--- src/design/cmac_reg_pkg.sv ---
package cmac_reg_pkg;

  ////////////////////
  // basic types
  ////////////////////
  typedef logic [31:0] reg_data_t;   // register data word
  typedef logic [11:0] reg_offset_t; // byte offset in 4 KB space
  typedef logic [21:0] csb_addr_t;   // word address on csb
  typedef logic [1:0]  precision_t;  // proc precision code

  // per-group status as seen in the status register
  typedef enum logic [1:0] {
    status_idle    = 2'd0,
    status_running = 2'd1, // group is the consumer
    status_pending = 2'd2  // enabled, waiting for its turn
  } group_status_e;

  ////////////////////
  // csb packets
  ////////////////////
  typedef struct packed {
    logic [1:0] level;   // not decoded here
    logic [3:0] wrbe;    // byte enables, full word only
    logic       srcpriv;
    logic       nposted; // write wants a response
    logic       write;
    reg_data_t  wdat;
    csb_addr_t  addr;
  } csb_req_t;

  typedef struct packed {
    logic      is_write; // 1 for write response
    logic      error;    // always 0
    reg_data_t rdat;
  } csb_resp_t;

  // internal register bus, one copy per group
  typedef struct packed {
    reg_offset_t offset;
    reg_data_t   wr_data;
    logic        wr_en;
  } reg_bus_t;

  ////////////////////
  // register map
  ////////////////////
  localparam reg_offset_t pointer_offset   = 12'h000;
  localparam reg_offset_t status_offset    = 12'h004;
  localparam reg_offset_t op_enable_offset = 12'h008;
  localparam reg_offset_t misc_cfg_offset  = 12'h00c;
  localparam reg_offset_t dual_base        = op_enable_offset; // below -> single group

  localparam int op_en_delay = 3; // op_en pipeline depth
  localparam int slcg_num    = 2; // clock gate enables

endpackage

--- src/design/cmac_dual_group.sv ---
`timescale 1ns/1ps

module cmac_dual_group (
  input  logic                     nvdla_core_clk,
  input  logic                     nvdla_core_rstn,
  input  cmac_reg_pkg::reg_bus_t   reg_bus,
  output cmac_reg_pkg::reg_data_t  rd_data,
  input  logic                     done_clear,
  output logic                     op_en,
  output logic                     conv_mode,
  output cmac_reg_pkg::precision_t proc_precision
);
  import cmac_reg_pkg::*;

  logic op_en_wr; // op_enable write strobe
  logic cfg_wr;   // misc_cfg write strobe

  assign op_en_wr = reg_bus.wr_en & (reg_bus.offset == op_enable_offset);
  assign cfg_wr   = reg_bus.wr_en & (reg_bus.offset == misc_cfg_offset);

  ////////////////////
  // config fields
  ////////////////////
  always_ff @(posedge nvdla_core_clk or negedge nvdla_core_rstn) begin
    if (!nvdla_core_rstn) begin
      conv_mode      <= 1'b0;
      proc_precision <= '0;
    end else if (cfg_wr) begin
      conv_mode      <= reg_bus.wr_data[0];
      proc_precision <= reg_bus.wr_data[13:12];
    end
  end

  // op_en: set by sw, cleared when the datapath finishes this group
  always_ff @(posedge nvdla_core_clk or negedge nvdla_core_rstn) begin
    if (!nvdla_core_rstn) begin
      op_en <= 1'b0;
    end else if (op_en_wr) begin
      op_en <= reg_bus.wr_data[0]; // write only gets through while op_en is low
    end else if (done_clear) begin
      op_en <= 1'b0;
    end
  end

  always_comb begin
    rd_data = '0;
    case (reg_bus.offset)
      op_enable_offset: rd_data[0] = op_en;
      misc_cfg_offset: begin
        rd_data[0]     = conv_mode;
        rd_data[13:12] = proc_precision;
      end
      default: rd_data = '0; // not ours or unmapped
    endcase
  end

  // done may only retire a group that was actually launched
  a_done_on_enabled : assert property (@(posedge nvdla_core_clk) disable iff (!nvdla_core_rstn)
    done_clear |-> op_en)
    else $error("done arrived for a group whose op_en is low");

endmodule

--- src/design/cmac_group_ctrl.sv ---
`timescale 1ns/1ps

module cmac_group_ctrl (
  input  logic                          nvdla_core_clk,
  input  logic                          nvdla_core_rstn,
  input  cmac_reg_pkg::reg_bus_t        reg_bus,
  input  logic                          rd_en,
  output cmac_reg_pkg::reg_data_t       rd_data,
  output cmac_reg_pkg::reg_bus_t        s_bus,
  output cmac_reg_pkg::reg_bus_t        d0_bus,
  output cmac_reg_pkg::reg_bus_t        d1_bus,
  input  cmac_reg_pkg::reg_data_t       s_rd_data,
  input  cmac_reg_pkg::reg_data_t       d0_rd_data,
  input  cmac_reg_pkg::reg_data_t       d1_rd_data,
  input  logic                          producer,
  output logic                          consumer,
  output cmac_reg_pkg::group_status_e   status_0,
  output cmac_reg_pkg::group_status_e   status_1,
  input  logic                          d0_op_en,
  input  logic                          d1_op_en,
  output logic                          d0_done_clear,
  output logic                          d1_done_clear,
  input  logic                          d0_conv_mode,
  input  logic                          d1_conv_mode,
  input  cmac_reg_pkg::precision_t      d0_proc_precision,
  input  cmac_reg_pkg::precision_t      d1_proc_precision,
  input  logic                          dp2reg_done,
  output logic                          reg2dp_op_en,
  output logic                          reg2dp_conv_mode,
  output cmac_reg_pkg::precision_t      reg2dp_proc_precision,
  output logic [cmac_reg_pkg::slcg_num-1:0] slcg_op_en
);
  import cmac_reg_pkg::*;

  logic select_s;  // offset in single group
  logic select_d0; // dual group 0 via producer
  logic select_d1;
  logic op_en_ori; // consumer group's op_en
  logic [op_en_delay-1:0]               op_en_pipe;
  logic [op_en_delay-1:0][slcg_num-1:0] slcg_pipe;

  ////////////////////
  // consumer pointer
  ////////////////////
  always_ff @(posedge nvdla_core_clk or negedge nvdla_core_rstn) begin
    if (!nvdla_core_rstn) begin
      consumer <= 1'b0;
    end else if (dp2reg_done) begin
      consumer <= ~consumer; // datapath moves to the other group
    end
  end

  // idle / running (is consumer) / pending (waits behind the other)
  assign status_0 = !d0_op_en ? status_idle :
                    consumer  ? status_pending : status_running;
  assign status_1 = !d1_op_en ? status_idle :
                    !consumer ? status_pending : status_running;

  assign d0_done_clear = dp2reg_done & ~consumer;
  assign d1_done_clear = dp2reg_done & consumer;

  ////////////////////
  // group decode
  ////////////////////
  assign select_s  = (reg_bus.offset < dual_base);
  assign select_d0 = ~select_s & ~producer;
  assign select_d1 = ~select_s & producer;

  always_comb begin
    s_bus        = reg_bus;
    s_bus.wr_en  = reg_bus.wr_en & select_s;
    d0_bus       = reg_bus;
    d0_bus.wr_en = reg_bus.wr_en & select_d0 & ~d0_op_en; // locked while enabled
    d1_bus       = reg_bus;
    d1_bus.wr_en = reg_bus.wr_en & select_d1 & ~d1_op_en;
  end

  // one hot select, so OR is enough
  assign rd_data = {32{rd_en}} & (({32{select_s}}  & s_rd_data)  |
                                  ({32{select_d0}} & d0_rd_data) |
                                  ({32{select_d1}} & d1_rd_data));

  ////////////////////
  // datapath outputs
  ////////////////////
  assign reg2dp_conv_mode      = consumer ? d1_conv_mode : d0_conv_mode;
  assign reg2dp_proc_precision = consumer ? d1_proc_precision : d0_proc_precision;
  assign op_en_ori             = consumer ? d1_op_en : d0_op_en;

  always_ff @(posedge nvdla_core_clk or negedge nvdla_core_rstn) begin
    if (!nvdla_core_rstn) begin
      op_en_pipe <= '0;
      slcg_pipe  <= '0;
    end else begin
      if (dp2reg_done) begin
        op_en_pipe <= '0; // restart delay for next group
      end else begin
        op_en_pipe <= {op_en_pipe[op_en_delay-2:0], op_en_ori};
      end
      slcg_pipe <= {slcg_pipe[op_en_delay-2:0], {slcg_num{op_en_ori}}}; // free running
    end
  end

  assign reg2dp_op_en = op_en_pipe[op_en_delay-1];
  assign slcg_op_en   = slcg_pipe[op_en_delay-1];

  // sw must not touch a dual group while it is enabled
  a_no_locked_write : assert property (@(posedge nvdla_core_clk) disable iff (!nvdla_core_rstn)
    !(reg_bus.wr_en & ((select_d0 & d0_op_en) | (select_d1 & d1_op_en))))
    else $error("write attempted on a dual group with op_en set");

endmodule

--- src/design/cmac_reg_top.sv ---
`timescale 1ns/1ps

module cmac_reg_top (
  input  logic                              nvdla_core_clk,
  input  logic                              nvdla_core_rstn,
  input  logic                              csb_req_pvld,
  input  cmac_reg_pkg::csb_req_t            csb_req_pd,
  output logic                              csb_req_prdy,
  output logic                              csb_resp_valid,
  output cmac_reg_pkg::csb_resp_t           csb_resp_pd,
  input  logic                              dp2reg_done,
  output logic                              reg2dp_op_en,
  output logic                              reg2dp_conv_mode,
  output cmac_reg_pkg::precision_t          reg2dp_proc_precision,
  output logic [cmac_reg_pkg::slcg_num-1:0] slcg_op_en
);
  import cmac_reg_pkg::*;

  reg_bus_t      reg_bus;                  // from csb port
  reg_bus_t      s_bus, d0_bus, d1_bus;    // gated per group
  reg_data_t     rd_data;
  reg_data_t     s_rd_data, d0_rd_data, d1_rd_data;
  logic          rd_en;
  logic          producer, consumer;
  group_status_e status_0, status_1;
  logic          d0_op_en, d1_op_en;
  logic          d0_done_clear, d1_done_clear;
  logic          d0_conv_mode, d1_conv_mode;
  precision_t    d0_proc_precision, d1_proc_precision;

  csb_req_port u_csb_req_port (
    .nvdla_core_clk, .nvdla_core_rstn, .csb_req_pvld, .csb_req_pd, .csb_req_prdy,
    .csb_resp_valid, .csb_resp_pd, .reg_bus, .rd_en, .rd_data);

  cmac_single_group u_single_reg (
    .nvdla_core_clk, .nvdla_core_rstn, .reg_bus (s_bus), .rd_data (s_rd_data),
    .producer, .consumer, .status_0, .status_1);

  // ping-pong config groups
  cmac_dual_group u_dual_reg_d0 (
    .nvdla_core_clk, .nvdla_core_rstn, .reg_bus (d0_bus), .rd_data (d0_rd_data),
    .done_clear (d0_done_clear), .op_en (d0_op_en), .conv_mode (d0_conv_mode),
    .proc_precision (d0_proc_precision));

  cmac_dual_group u_dual_reg_d1 (
    .nvdla_core_clk, .nvdla_core_rstn, .reg_bus (d1_bus), .rd_data (d1_rd_data),
    .done_clear (d1_done_clear), .op_en (d1_op_en), .conv_mode (d1_conv_mode),
    .proc_precision (d1_proc_precision));

  cmac_group_ctrl u_group_ctrl (
    .nvdla_core_clk, .nvdla_core_rstn, .reg_bus, .rd_en, .rd_data,
    .s_bus, .d0_bus, .d1_bus, .s_rd_data, .d0_rd_data, .d1_rd_data,
    .producer, .consumer, .status_0, .status_1,
    .d0_op_en, .d1_op_en, .d0_done_clear, .d1_done_clear,
    .d0_conv_mode, .d1_conv_mode, .d0_proc_precision, .d1_proc_precision,
    .dp2reg_done, .reg2dp_op_en, .reg2dp_conv_mode, .reg2dp_proc_precision,
    .slcg_op_en);

endmodule

--- src/design/cmac_single_group.sv ---
`timescale 1ns/1ps

module cmac_single_group (
  input  logic                        nvdla_core_clk,
  input  logic                        nvdla_core_rstn,
  input  cmac_reg_pkg::reg_bus_t      reg_bus,
  output cmac_reg_pkg::reg_data_t     rd_data,
  output logic                        producer,
  input  logic                        consumer,
  input  cmac_reg_pkg::group_status_e status_0,
  input  cmac_reg_pkg::group_status_e status_1
);
  import cmac_reg_pkg::*;

  logic ptr_wr; // write strobe for pointer register

  assign ptr_wr = reg_bus.wr_en & (reg_bus.offset == pointer_offset);

  // producer pointer, only writable field here
  always_ff @(posedge nvdla_core_clk or negedge nvdla_core_rstn) begin
    if (!nvdla_core_rstn) begin
      producer <= 1'b0;
    end else if (ptr_wr) begin
      producer <= reg_bus.wr_data[0];
    end
  end

  ////////////////////
  // read back
  ////////////////////
  always_comb begin
    rd_data = '0; // unmapped reads give zero
    case (reg_bus.offset)
      pointer_offset: begin
        rd_data[0]  = producer;
        rd_data[16] = consumer; // read only
      end
      status_offset: begin
        rd_data[1:0]   = status_0;
        rd_data[17:16] = status_1;
      end
      default: rd_data = '0;
    endcase
  end

endmodule

--- src/design/csb_req_port.sv ---
`timescale 1ns/1ps

module csb_req_port (
  input  logic                    nvdla_core_clk,
  input  logic                    nvdla_core_rstn,
  input  logic                    csb_req_pvld,
  input  cmac_reg_pkg::csb_req_t  csb_req_pd,
  output logic                    csb_req_prdy,
  output logic                    csb_resp_valid,
  output cmac_reg_pkg::csb_resp_t csb_resp_pd,
  output cmac_reg_pkg::reg_bus_t  reg_bus,
  output logic                    rd_en,
  input  cmac_reg_pkg::reg_data_t rd_data
);
  import cmac_reg_pkg::*;

  logic      req_pvld;   // registered request valid
  csb_req_t  req_pd;     // registered request payload
  logic      wr_en;
  csb_resp_t rresp;      // read response word
  csb_resp_t wresp;      // write ack word

  assign csb_req_prdy = 1'b1; // never back-pressures

  ////////////////////
  // request capture
  ////////////////////
  always_ff @(posedge nvdla_core_clk or negedge nvdla_core_rstn) begin
    if (!nvdla_core_rstn) begin
      req_pvld <= 1'b0;
    end else begin
      req_pvld <= csb_req_pvld;
    end
  end

  always_ff @(posedge nvdla_core_clk) begin
    if (csb_req_pvld) begin
      req_pd <= csb_req_pd; // hold payload only on valid
    end
  end

  assign wr_en = req_pvld & req_pd.write;
  assign rd_en = req_pvld & ~req_pd.write;

  // csb is word addressed, registers are byte addressed
  assign reg_bus.offset  = {req_pd.addr[9:0], 2'b00};
  assign reg_bus.wr_data = req_pd.wdat;
  assign reg_bus.wr_en   = wr_en;

  ////////////////////
  // response
  ////////////////////
  assign rresp = '{is_write: 1'b0, error: 1'b0, rdat: rd_data};
  assign wresp = '{is_write: 1'b1, error: 1'b0, rdat: '0}; // write ack carries no data

  always_ff @(posedge nvdla_core_clk or negedge nvdla_core_rstn) begin
    if (!nvdla_core_rstn) begin
      csb_resp_valid <= 1'b0;
      csb_resp_pd    <= '0;
    end else begin
      csb_resp_valid <= rd_en | (wr_en & req_pd.nposted); // posted writes stay silent
      if (rd_en) begin
        csb_resp_pd <= rresp; // data from before this cycle's write
      end else if (wr_en & req_pd.nposted) begin
        csb_resp_pd <= wresp;
      end
    end
  end

  // each response must trace back to a registered request
  a_resp_has_req : assert property (@(posedge nvdla_core_clk) disable iff (!nvdla_core_rstn)
    csb_resp_valid |-> $past(req_pvld))
    else $error("csb response without a request in the previous cycle");

endmodule

--- config.mk ---
export PLATFORM = sky130hd
export DESIGN_NAME = cmac_reg_top
export DESIGN_NICKNAME = d
export VERILOG_FILES = /design/src/design/cmac_reg_pkg.sv /design/src/design/cmac_dual_group.sv /design/src/design/cmac_group_ctrl.sv /design/src/design/cmac_reg_top.sv /design/src/design/cmac_single_group.sv /design/src/design/csb_req_port.sv
export SDC_FILE = /design/constraint.sdc
export NUM_CORES = 1
export LEC_CHECK = 0
export ABC_CLOCK_PERIOD_IN_PS = 1900
export BUFFER_PORTS_ARGS = -buffer_cell sky130_fd_sc_hd__buf_2
export CAP_MARGIN = 20
export CORE_MARGIN = 3
export CORE_UTILIZATION = 39
export DETAILED_ROUTE_END_ITERATION = 6
export PLACE_DENSITY = 0.76
export SLEW_MARGIN = 20
export SYNTH_ARGS = -nofsm -noshare
export SYNTH_HDL_FRONTEND = slang
export SYNTH_SLANG_ARGS = --single-unit
--- constraint.sdc ---
create_clock -name nvdla_core_clk -period 1.9 [get_ports nvdla_core_clk]
set_input_delay 0.285 -clock nvdla_core_clk [delete_from_list [all_inputs] [get_ports nvdla_core_clk]]
set_output_delay 0.285 -clock nvdla_core_clk [all_outputs]
set_load 0.05 [all_outputs]
==> flow_summary.json, run 1 <==
{
  "status": "complete, but fails checks",
  "finalCritPeriodShare_pct": 101,
  "ys_async_sr_fraction_pct": 62.5,
  "layout_setup_ws_ps": -26.9,
  "synth_edf_count": 15,
  "overflow": 0,
  "dr.pass1.iters": 4,
  "synth_flop_cell": "dfrtp_1",
  "grt_antenna_before_repair": 0,
  "critPathMaxFanout": 3,
  "fin_skew_ps": 5.74,
  "cts_tree": "done",
  "synth_compound_area_share_pct": 4.69,
  "synth.most_common_cell": "buf_4",
  "gp_congestion": 0.730,
  "final_max_slew_viol_count": 0,
  "pre_cts_ws_ps": -35.5,
  "synth_mux_area_share_pct": 9.04,
  "finalNetCount": 245,
  "initial_core_util_pct": 41.4,
  "max_freq_mhz": 519,
  "synth_simple_gate_area_share_pct": 11.4,
  "vias": 1041,
  "n_antenna_cell": 0,
  "gr-usage-all-layers_pct": 11.2,
  "wire_per_inst_um": 11.9,
  "crit_path_end_kind": "flop",
  "root_buffer": "clkbuf_8",
  "num_rows": 24,
  "synth_fa_ha_area_share_pct": 0,
  "clkLatencyLatePin_ps": 290,
  "hold_viol": 0,
  "period_needed_ps": 1930,
  "route.detailed.drc": 0,
  "power.density_mw_per_mm2": 869,
  "boundaryPins": 109,
  "synth_common_cells": "buf_4, dfrtp_1, edfxtp_1",
  "fp.dieW_um": 74.7,
  "core_mm2": 0.00444,
  "wl_mm": 2.75,
  "netlist_instances": 143,
  "setup_viol": 3,
  "dp_hpwl_mm": 1.98,
  "die_area_mm2": 0.00558,
  "ant_nets": 0,
  "violations": "setup timing",
  "die_y_um": 74.7,
  "synth_cell_types": 34,
  "crit_type": "flop to flop",
  "whs_ps": 167,
  "avgSynthCellArea_um2": 12.9,
  "ys_ff_latch": 40,
  "worst_slew_pin_slew_ps": 562,
  "power.leakage_nw": 1.00,
  "drtIter0Drc": 45,
  "drive_gt1_share_pct": 33.0,
  "io_buffers": 32,
  "clock_sinks": 40,
  "critPathRequiredTime_ps": 2070,
  "area_delta_synth_final_pct": 10.5,
  "synth_top_family_by_area": "buffers and inverters",
  "clockBufferDepth": 2,
  "yosys.area_share.xor_xnor_pct": 0.476,
  "yosys_warnings": 0,
  "grt_max_degree": 26,
  "grt_pass1_vias": 954,
  "peakVddDrop_uv": 501,
  "netlist_area_mm2": 0.00184,
  "synth.yosys.seq_area_share_pct": 58.4,
  "yosysTopAreaCell": "dfrtp_1",
  "netlist.area_leader.share_pct": 34.0,
  "ctsHtreeMaxLevel": 2,
  "numCtsBuffers": 5,
  "stdcell_count": 231,
  "total_power_w": 0.00177,
  "cp_data_arrival_time_ps": 2090,
  "start_kind": "flop",
  "rsz0062_at_grt": "yes",
  "vias_per_cell": 4.51,
  "post_cts_buffers": 0,
  "drv_cap": 0,
  "clk_pin_slew_ps": 70,
  "hp-class": "input pin to flop",
  "place_inst": 222,
  "grt_pass1_wl_mm": 4.38,
  "ys_top_cells_by_area": "dfrtp_1, edfxtp_1, buf_4",
  "slew_headroom_pct": 62.5
}
==> power by group <==
group,internal [W],total (W),leakage (nW),switching (W)
combinational,0.0000562,0.000240,0.474,0.000184
sequential,0.000944,0.00101,0.488,0.0000623
clock,0.000257,0.000522,0.0422,0.000265
total,0.00126,0.00177,1.00,0.000511
==> per-layer routing <==
metal	track usage [%]	vias to the layer above	wire, µm
li1	-	500	-
met1	13.3	481	1190
met2	16.7	55	1230
met3	5.61	5	267
met4	5.93	0	58
met5	0	-	0
==> cell type report <==
cell class / instances / area, µm²
Inverter: 4 / 15.0
Fill cell: 406 / 2410
Clock inverter: 1 / 5.00
Timing Repair Buffer: 36 / 193
Sequential cell: 40 / 1080
Clock buffer: 7 / 76.3
Multi-Input combinational cell: 91 / 606
Tap cell: 52 / 65.1
==> placed cells by master (no fill, tap or decap), types with 3 or more instances in the layout <==
master and count:
edfxtp_1 15, nor2_1 3, mux2_2 7, o21ai_0 5, mux2_4 4, clkbuf_8 5
dfrtp_1 25, buf_4 3, nand2_1 13, inv_1 4, nor2b_1 3, buf_2 32
conb_1 28, a21oi_1 3
==> worst max-delay path: stages, from the launching register on <==
cell and delay (ps):
edfxtp_1 360, or4_4 560, nor4_4 330, nand4_2 200
mux2_1 360
==> kinds of logic (layout without fill, tap and decap cells) <==
family / after synthesis / in the layout
flip-flops: 40 / 40
buffers and inverters: 38 / 48
other: 2 / 28
AO/OA/AOI/OAI: 14 / 14
XOR/XNOR: 1 / 1
multiplexers: 15 / 15
AND/OR/NAND/NOR: 33 / 33
==> flip-flops by register name, summed over array words and instances (netlist names) <==
register and flops:
u_dual_reg_d0.op_en 1, u_dual_reg_d1.conv_mode 1, u_csb_req_port.csb_resp_valid 1, u_dual_reg_d1.op_en 1
u_csb_req_port.reg_bus 13, u_csb_req_port.req_pd 2, u_single_reg.producer 1, u_group_ctrl.op_en_pipe 3
u_group_ctrl.slcg_pipe 2, u_dual_reg_d0.conv_mode 1, u_dual_reg_d0.proc_precision 2, u_dual_reg_d1.proc_precision 2
u_group_ctrl.slcg_op_en 1, u_group_ctrl.consumer 1, u_csb_req_port.req_pvld 1, u_csb_req_port.csb_resp_pd 7
==> stage by stage <==
stage	util [%]	TNS, ps	cell area, µm²
3_5_place_dp	43.1	-105	1920
4_1_cts	45.2	-103	2010
5_1_grt	45.8	-397	2040
6_report	45.8	-50.9	2040
3_3_place_gp	43.1	-5.07	1920
2_1_floorplan	-	0	1940
==> path summary, 6_finish.rpt <==
check	end	cells after the start	slack, ps	startpoint
max in group asynchronous	u_dual_reg_d0.conv_mode	2	1000	nvdla_core_rstn
min in group asynchronous	u_csb_req_port.csb_resp_valid	2	530	nvdla_core_rstn
min	u_csb_req_port.reg_bus[41]	1	170	csb_req_pd[6]
max	u_dual_reg_d1.proc_precision[1]	4	-30	u_csb_req_port.reg_bus[43]
max reg2reg	u_dual_reg_d1.proc_precision[1]	4	-30	u_csb_req_port.reg_bus[43]
min reg2reg	u_group_ctrl.slcg_op_en[0]	0	360	u_group_ctrl.slcg_pipe[2]
==> timing repair <==
| item | in CTS | in global routing |
|---|---|---|
| hold buffers | 1 | 0 |
| pin swaps | 1 | 1 |
| gates resized for setup | 1 | 6 |
| endpoints found under the setup margin | 5 | 11 |
| hold endpoints to repair | 13 | 0 |
Power figures use the tool's default switching activity.
==> inputs of run 2 (changes only) <==
Settings changed: CELL_PAD_IN_SITES_DETAIL_PLACEMENT from default to 1, CELL_PAD_IN_SITES_GLOBAL_PLACEMENT from default to 2, CORE_UTILIZATION 39 to 23, PLACE_DENSITY 0.76 to default, PLACE_DENSITY_LB_ADDON from default to 0.1, SLEW_MARGIN 20 to default.
==> run 2 against run 1 <==
  * The run ends with hold timing, setup timing left
  * Largest power group unchanged
  * Cell count grew 21%
  * Clock power grew 7.3%
  * Fmax shrank 3.0%
==> flow_summary.json, run 2 (synthesis results as in run 1) <==
{
  "overflow": 0,
  "drive_gt1_share_pct": 33.7,
  "cts_tree": "done",
  "n_antenna_cell": 0,
  "root_buffer": "clkbuf_8",
  "wire_per_inst_um": 13.0,
  "boundaryPins": 109,
  "finalNetCount": 244,
  "setup_tns_ps": -421,
  "critPathRequiredTime_ps": 2080,
  "grt_pass1_wl_mm": 5.86,
  "crit_path_end_kind": "flop",
  "dr.pass1.iters": 4,
  "die_y_um": 95.5,
  "io_buffers": 32,
  "p_comb_share_pct": 13.3,
  "mostFrequentLayoutCells": "buf_2, conb_1, dfrtp_1",
  "numCtsBuffers": 5,
  "p_sw_w": 0.000557,
  "drtIter0Drc": 23,
  "die_area_mm2": 0.00912,
  "vias_per_cell": 3.74,
  "grt_pass1_vias": 1116,
  "seq_power_share_pct": 55.7,
  "cp_data_arrival_time_ps": 2170,
  "hold_buffers": 0,
  "sw_frac_of_total_pct": 30.8,
  "vias": 1046,
  "whs_ps": -14.7,
  "ctsHtreeMaxLevel": 2,
  "fp.dieW_um": 95.5,
  "final_area_mm2": 0.00209,
  "grt_max_degree": 26,
  "setup_viol": 6,
  "rsz0062_at_grt": "yes",
  "intPower_w": 0.00125,
  "layout_setup_ws_ps": -85.7,
  "final_common_cell": "buf_2",
  "power.leakage_nw": 0.987,
  "post_dp_cell_area_mm2": 0.00197,
  "period_needed_ps": 1990,
  "finalCritPeriodShare_pct": 105,
  "fin_skew_ps": 9.55,
  "core_mm2": 0.00777,
  "clkLatencyLatePin_ps": 290,
  "hold_viol": 25,
  "start_kind": "flop",
  "ant_nets": 0,
  "status": "complete, but fails checks",
  "critPathMaxFanout": 3,
  "max_freq_mhz": 504,
  "clk_pin_slew_ps": 80,
  "violations": "hold timing, setup timing",
  "route.detailed.drc": 0,
  "crit_type": "flop to flop",
  "clockBufferDepth": 2,
  "clkPwrFrac_pct": 30.9,
  "num_rows": 32,
  "wl_mm": 3.65,
  "gr-usage-all-layers_pct": 8.64,
  "power.density_mw_per_mm2": 865,
  "slew_headroom_pct": 60.8,
  "area_delta_synth_final_pct": 13.7,
  "initial_core_util_pct": 23.7,
  "final_max_slew_viol_count": 0,
  "drv_cap": 0,
  "peakVddDrop_uv": 239,
  "hp-class": "input pin to asynchronous set/reset pin",
  "clock_sinks": 40,
  "worst_slew_pin_slew_ps": 588,
  "grt_antenna_before_repair": 0,
  "gp_congestion": 0.678,
  "largest_reg_flops": 13
}
-- run 2: cell types whose count changed in the layout (fill, tap and decap cells not counted), sizes merged --
cell         previous run  this run
clkbuf                  7         6
clkinvlp                0         1
dlygate4sd3             1         0
-- run 2: cell type report --
| cell class | instances | area, µm² |
|---|---|---|
| Clock buffer | 6 | 72.6 |
| Sequential cell | 40 | 1080 |
| Timing Repair Buffer | 35 | 183 |
| Multi-Input combinational cell | 91 | 608 |
| Clock inverter | 2 | 11.3 |
| Tap cell | 102 | 128 |
| Inverter | 4 | 15.0 |
| Fill cell | 879 | 5670 |
-- run 2: power groups by stage --
stage	combinational (W)	sequential, W	clock [W]
after floorplan	0.000265	0.000992	0
after global placement	0.000239	0.00103	0
after detailed placement	0.000243	0.00103	0
after CTS	0.000244	0.00101	0.000588
after global routing	0.000263	0.00102	0.000632
final	0.000242	0.00101	0.000560
-- run 2: metal layers --
metal	routed length [µm]	track usage [%]	vias up
met4	48	3.55	0
li1	-	-	497
met1	1560	10.7	508
met5	0	0	-
met3	256	3.16	5
met2	1790	13.5	36
-- run 2: repair_timing --
action / in CTS / in global routing
pin swaps: 4 / 0
buffers inserted: 1 / 0
setup endpoints to repair: 6 / 10
resized for setup: 6 / 1
endpoints found under the hold margin: 0 / 0
-- run 2: worst max-delay path: stages (launching register included) --
cell and delay (ps):
edfxtp_1 370, or4b_4 560, nor4_4 390, nand3_2 210, mux2_4 350
-- run 2: path summary, 6_finish.rpt --
| path | from | endpoint | slack (ps) | depth (start not counted) |
|---|---|---|---|---|
| worst max-delay path | u_csb_req_port.reg_bus[39] | u_dual_reg_d0.conv_mode | -90 | 4 |
| worst min-delay path | nvdla_core_rstn | u_group_ctrl.slcg_pipe[0] | -10 | 1 |
| worst max register to register | u_csb_req_port.reg_bus[39] | u_dual_reg_d0.conv_mode | -90 | 4 |
| worst min register to register | u_group_ctrl.slcg_pipe[0] | u_group_ctrl.slcg_pipe[2] | 360 | 0 |
| max in group asynchronous | nvdla_core_rstn | u_group_ctrl.slcg_op_en[0] | 1520 | 1 |
| min in group nvdla_core_clk | csb_req_pd[4] | u_csb_req_port.reg_bus[39] | 160 | 1 |
-- run 2: metrics by stage --
step / total power (W) / instances / util (%) / hold WS, ps / worst slack (ps)
after detailed placement: 0.00127 / 271 / 25.4 / 333 / -103
after floorplan: 0.00126 / 169 / - / -10.6 / 79.6
final: 0.00181 / 280 / 26.9 / -14.7 / -85.7
after global routing: 0.00192 / 280 / 26.9 / 26.4 / -208
after CTS: 0.00184 / 280 / 26.8 / 5.89 / -104
after global placement: 0.00127 / 271 / 25.4 / 321 / -67.8
==> inputs of run 3 (changes only) <==
Settings changed: CORE_UTILIZATION 23 to 34, SYNTH_HIERARCHICAL from default to 1.
==> run 3 against run 2 <==
  * First-iteration DRC count grew to 6.0 times the previous value
  * Critical path type unchanged
  * Setup slack improved by 120 ps
  * Fmax is 6.3% higher
  * Non-clock buffer count is 59 higher
  * Cell area rose by 150%
  * The flow now finishes without violations
  * Combinational power grew to 2.5 times the previous value
==> flow_summary.json, run 3 <==
{
  "status": "complete, no violations",
  "start_kind": "flop",
  "drtIter0Drc": 138,
  "final_area_mm2": 0.00517,
  "core_mm2": 0.0140,
  "root_buffer": "clkbuf_16",
  "rsz0062_at_grt": "yes",
  "final_max_slew_viol_count": 0,
  "n_antenna_cell": 0,
  "layout_setup_ws_ps": 31.6,
  "regMostFlops": "u_csb_req_port/csb_resp_pd",
  "p_comb_share_pct": 15.1,
  "critPathMaxFanout": 3,
  "setup_tns_ps": 0,
  "die_y_um": 127,
  "ant_nets": 0,
  "hp-class": "input pin to flop",
  "post_dp_cell_area_mm2": 0.00473,
  "r2r_slack_ps": 30,
  "avgSynthCellArea_um2": 10.3,
  "yosys_warnings": 6,
  "drive_gt1_share_pct": 28.8,
  "grt_pass1_vias": 3086,
  "grt_pass1_wl_mm": 15.6,
  "finalCritPeriodShare_pct": 98.3,
  "route.detailed.drc": 0,
  "drv_cap": 0,
  "timing.rr.start": "u_csb_req_port/reg_bus[40]",
  "min-delay-start": "csb_req_pd[54]",
  "r2r-end": "u_csb_req_port/csb_resp_pd[13]",
  "boundaryPins": 109,
  "initial_core_util_pct": 35.2,
  "grt_max_degree": 55,
  "cp_data_arrival_time_ps": 2160,
  "hold_viol": 0,
  "largest_reg_flops": 33,
  "num_rows": 43,
  "dp_hpwl_mm": 6.38,
  "ctsHtreeMaxLevel": 3,
  "peakVddDrop_uv": 491,
  "worst_slew_pin_slew_ps": 609,
  "netlist_area_mm2": 0.00495,
  "netlist_instances": 482,
  "mostFrequentLayoutCells": "conb_1, buf_2, dfrtp_1",
  "wl_mm": 9.34,
  "overflow": 0,
  "power.leakage_nw": 2.57,
  "period_needed_ps": 1870,
  "hold_end": "u_csb_req_port/req_pd[54]",
  "gp_congestion": 0.684,
  "crit_type": "flop to flop",
  "final_common_cell": "conb_1",
  "clkPwrFrac_pct": 44.3,
  "pre_cts_ws_ps": -35.6,
  "gr-usage-all-layers_pct": 12.4,
  "seq_power_share_pct": 40.6,
  "sw_frac_of_total_pct": 28.0,
  "grt_antenna_before_repair": 0,
  "slew_headroom_pct": 59.4,
  "power.density_mw_per_mm2": 776,
  "numCtsBuffers": 9,
  "max_freq_mhz": 535,
  "fp.dieW_um": 127,
  "total_power_w": 0.00402,
  "finalNetCount": 565,
  "crit_path_end_kind": "flop",
  "clk_pin_slew_ps": 60,
  "fin_skew_ps": 6.28,
  "clkLatencyLatePin_ps": 340,
  "clockBufferDepth": 2,
  "cts_tree": "done",
  "vias_per_cell": 4.31,
  "io_buffers": 58,
  "die_area_mm2": 0.0160,
  "ff2ff_path_depth": 8,
  "wire_per_inst_um": 13.7,
  "multiInputGateArea_mm2": 0.00225,
  "p_sw_w": 0.00113,
  "dr.pass1.iters": 4,
  "critPathRequiredTime_ps": 2190,
  "whs_path_depth": 1,
  "setup_viol": 0,
  "intPower_w": 0.00289,
  "regArea_mm2": 0.00173,
  "vias": 2946,
  "clock_sinks": 66,
  "area_delta_synth_final_pct": 4.53,
  "fill_cells": 1618
}
-- run 3: worst max path at each step --
stage	start	end
finish	u_csb_req_port/reg_bus[40]	u_csb_req_port/csb_resp_pd[13]
global route	u_csb_req_port/reg_bus[40]	u_csb_req_port/csb_resp_pd[13]
CTS	u_csb_req_port/reg_bus[39]	u_csb_req_port/csb_resp_pd[13]
detailed placement	u_csb_req_port/reg_bus[40]	u_csb_req_port/csb_resp_pd[13]
global placement	u_csb_req_port/reg_bus[41]	u_csb_req_port/csb_resp_pd[13]
floorplan	u_csb_req_port/reg_bus[38]	u_dual_reg_d1/conv_mode
-- run 3: final cells by class --
class                           instances  area share (%)
Clock buffer                           11            5.10
Clock inverter                          5            1.16
Inverter                                3           0.218
Multi-Input combinational cell        324            43.5
Sequential cell                        66            33.4
Tap cell                              180            4.35
Timing Repair Buffer                   94            12.2
-- run 3: routing by layer --
metal,up-vias,GRT usage (%),part of all wire [%]
met5,-,0,0
met4,0,3.79,1.3
met3,8,4.97,4.7
met2,43,20.2,49
met1,1436,15.2,45
li1,1459,-,-
-- run 3: stage by stage --
step / instances / util (%) / hold WS, ps
after floorplan: 567 / - / -10.6
after global placement: 657 / 33.7 / 322
after detailed placement: 657 / 33.7 / 331
after CTS: 677 / 36.3 / 93.7
after global routing: 683 / 36.8 / 86.7
final: 683 / 36.8 / 114
-- run 3: critical path, cell delays in order, from the launching register on --
cell,delay [ps]
edfxtp_1,440
buf_4,170
nor4_4,260
and3_4,230
and3_1,140
nand2b_1,90
o211ai_1,100
mux2i_1,210
a22o_1,170
-- run 3: timing repair --
item                                    4_1_cts  5_1_grt
hold buffers                                  1        0
endpoints found under the setup margin        7       13
gates resized for setup                       3        8
pin swaps                                     8       12
endpoints found under the hold margin        23        0
buffers inserted                              3        6
-- run 3: power groups by stage --
| stage | Combinational [W] | Clock (W) | Sequential [W] |
|---|---|---|---|
| final | 0.000606 | 0.00178 | 0.00163 |
| after global routing | 0.000662 | 0.00193 | 0.00164 |
| after CTS | 0.000590 | 0.00186 | 0.00163 |
| after detailed placement | 0.000580 | 0 | 0.00166 |
| after global placement | 0.000573 | 0 | 0.00166 |
| after floorplan | 0.000570 | 0 | 0.00174 |
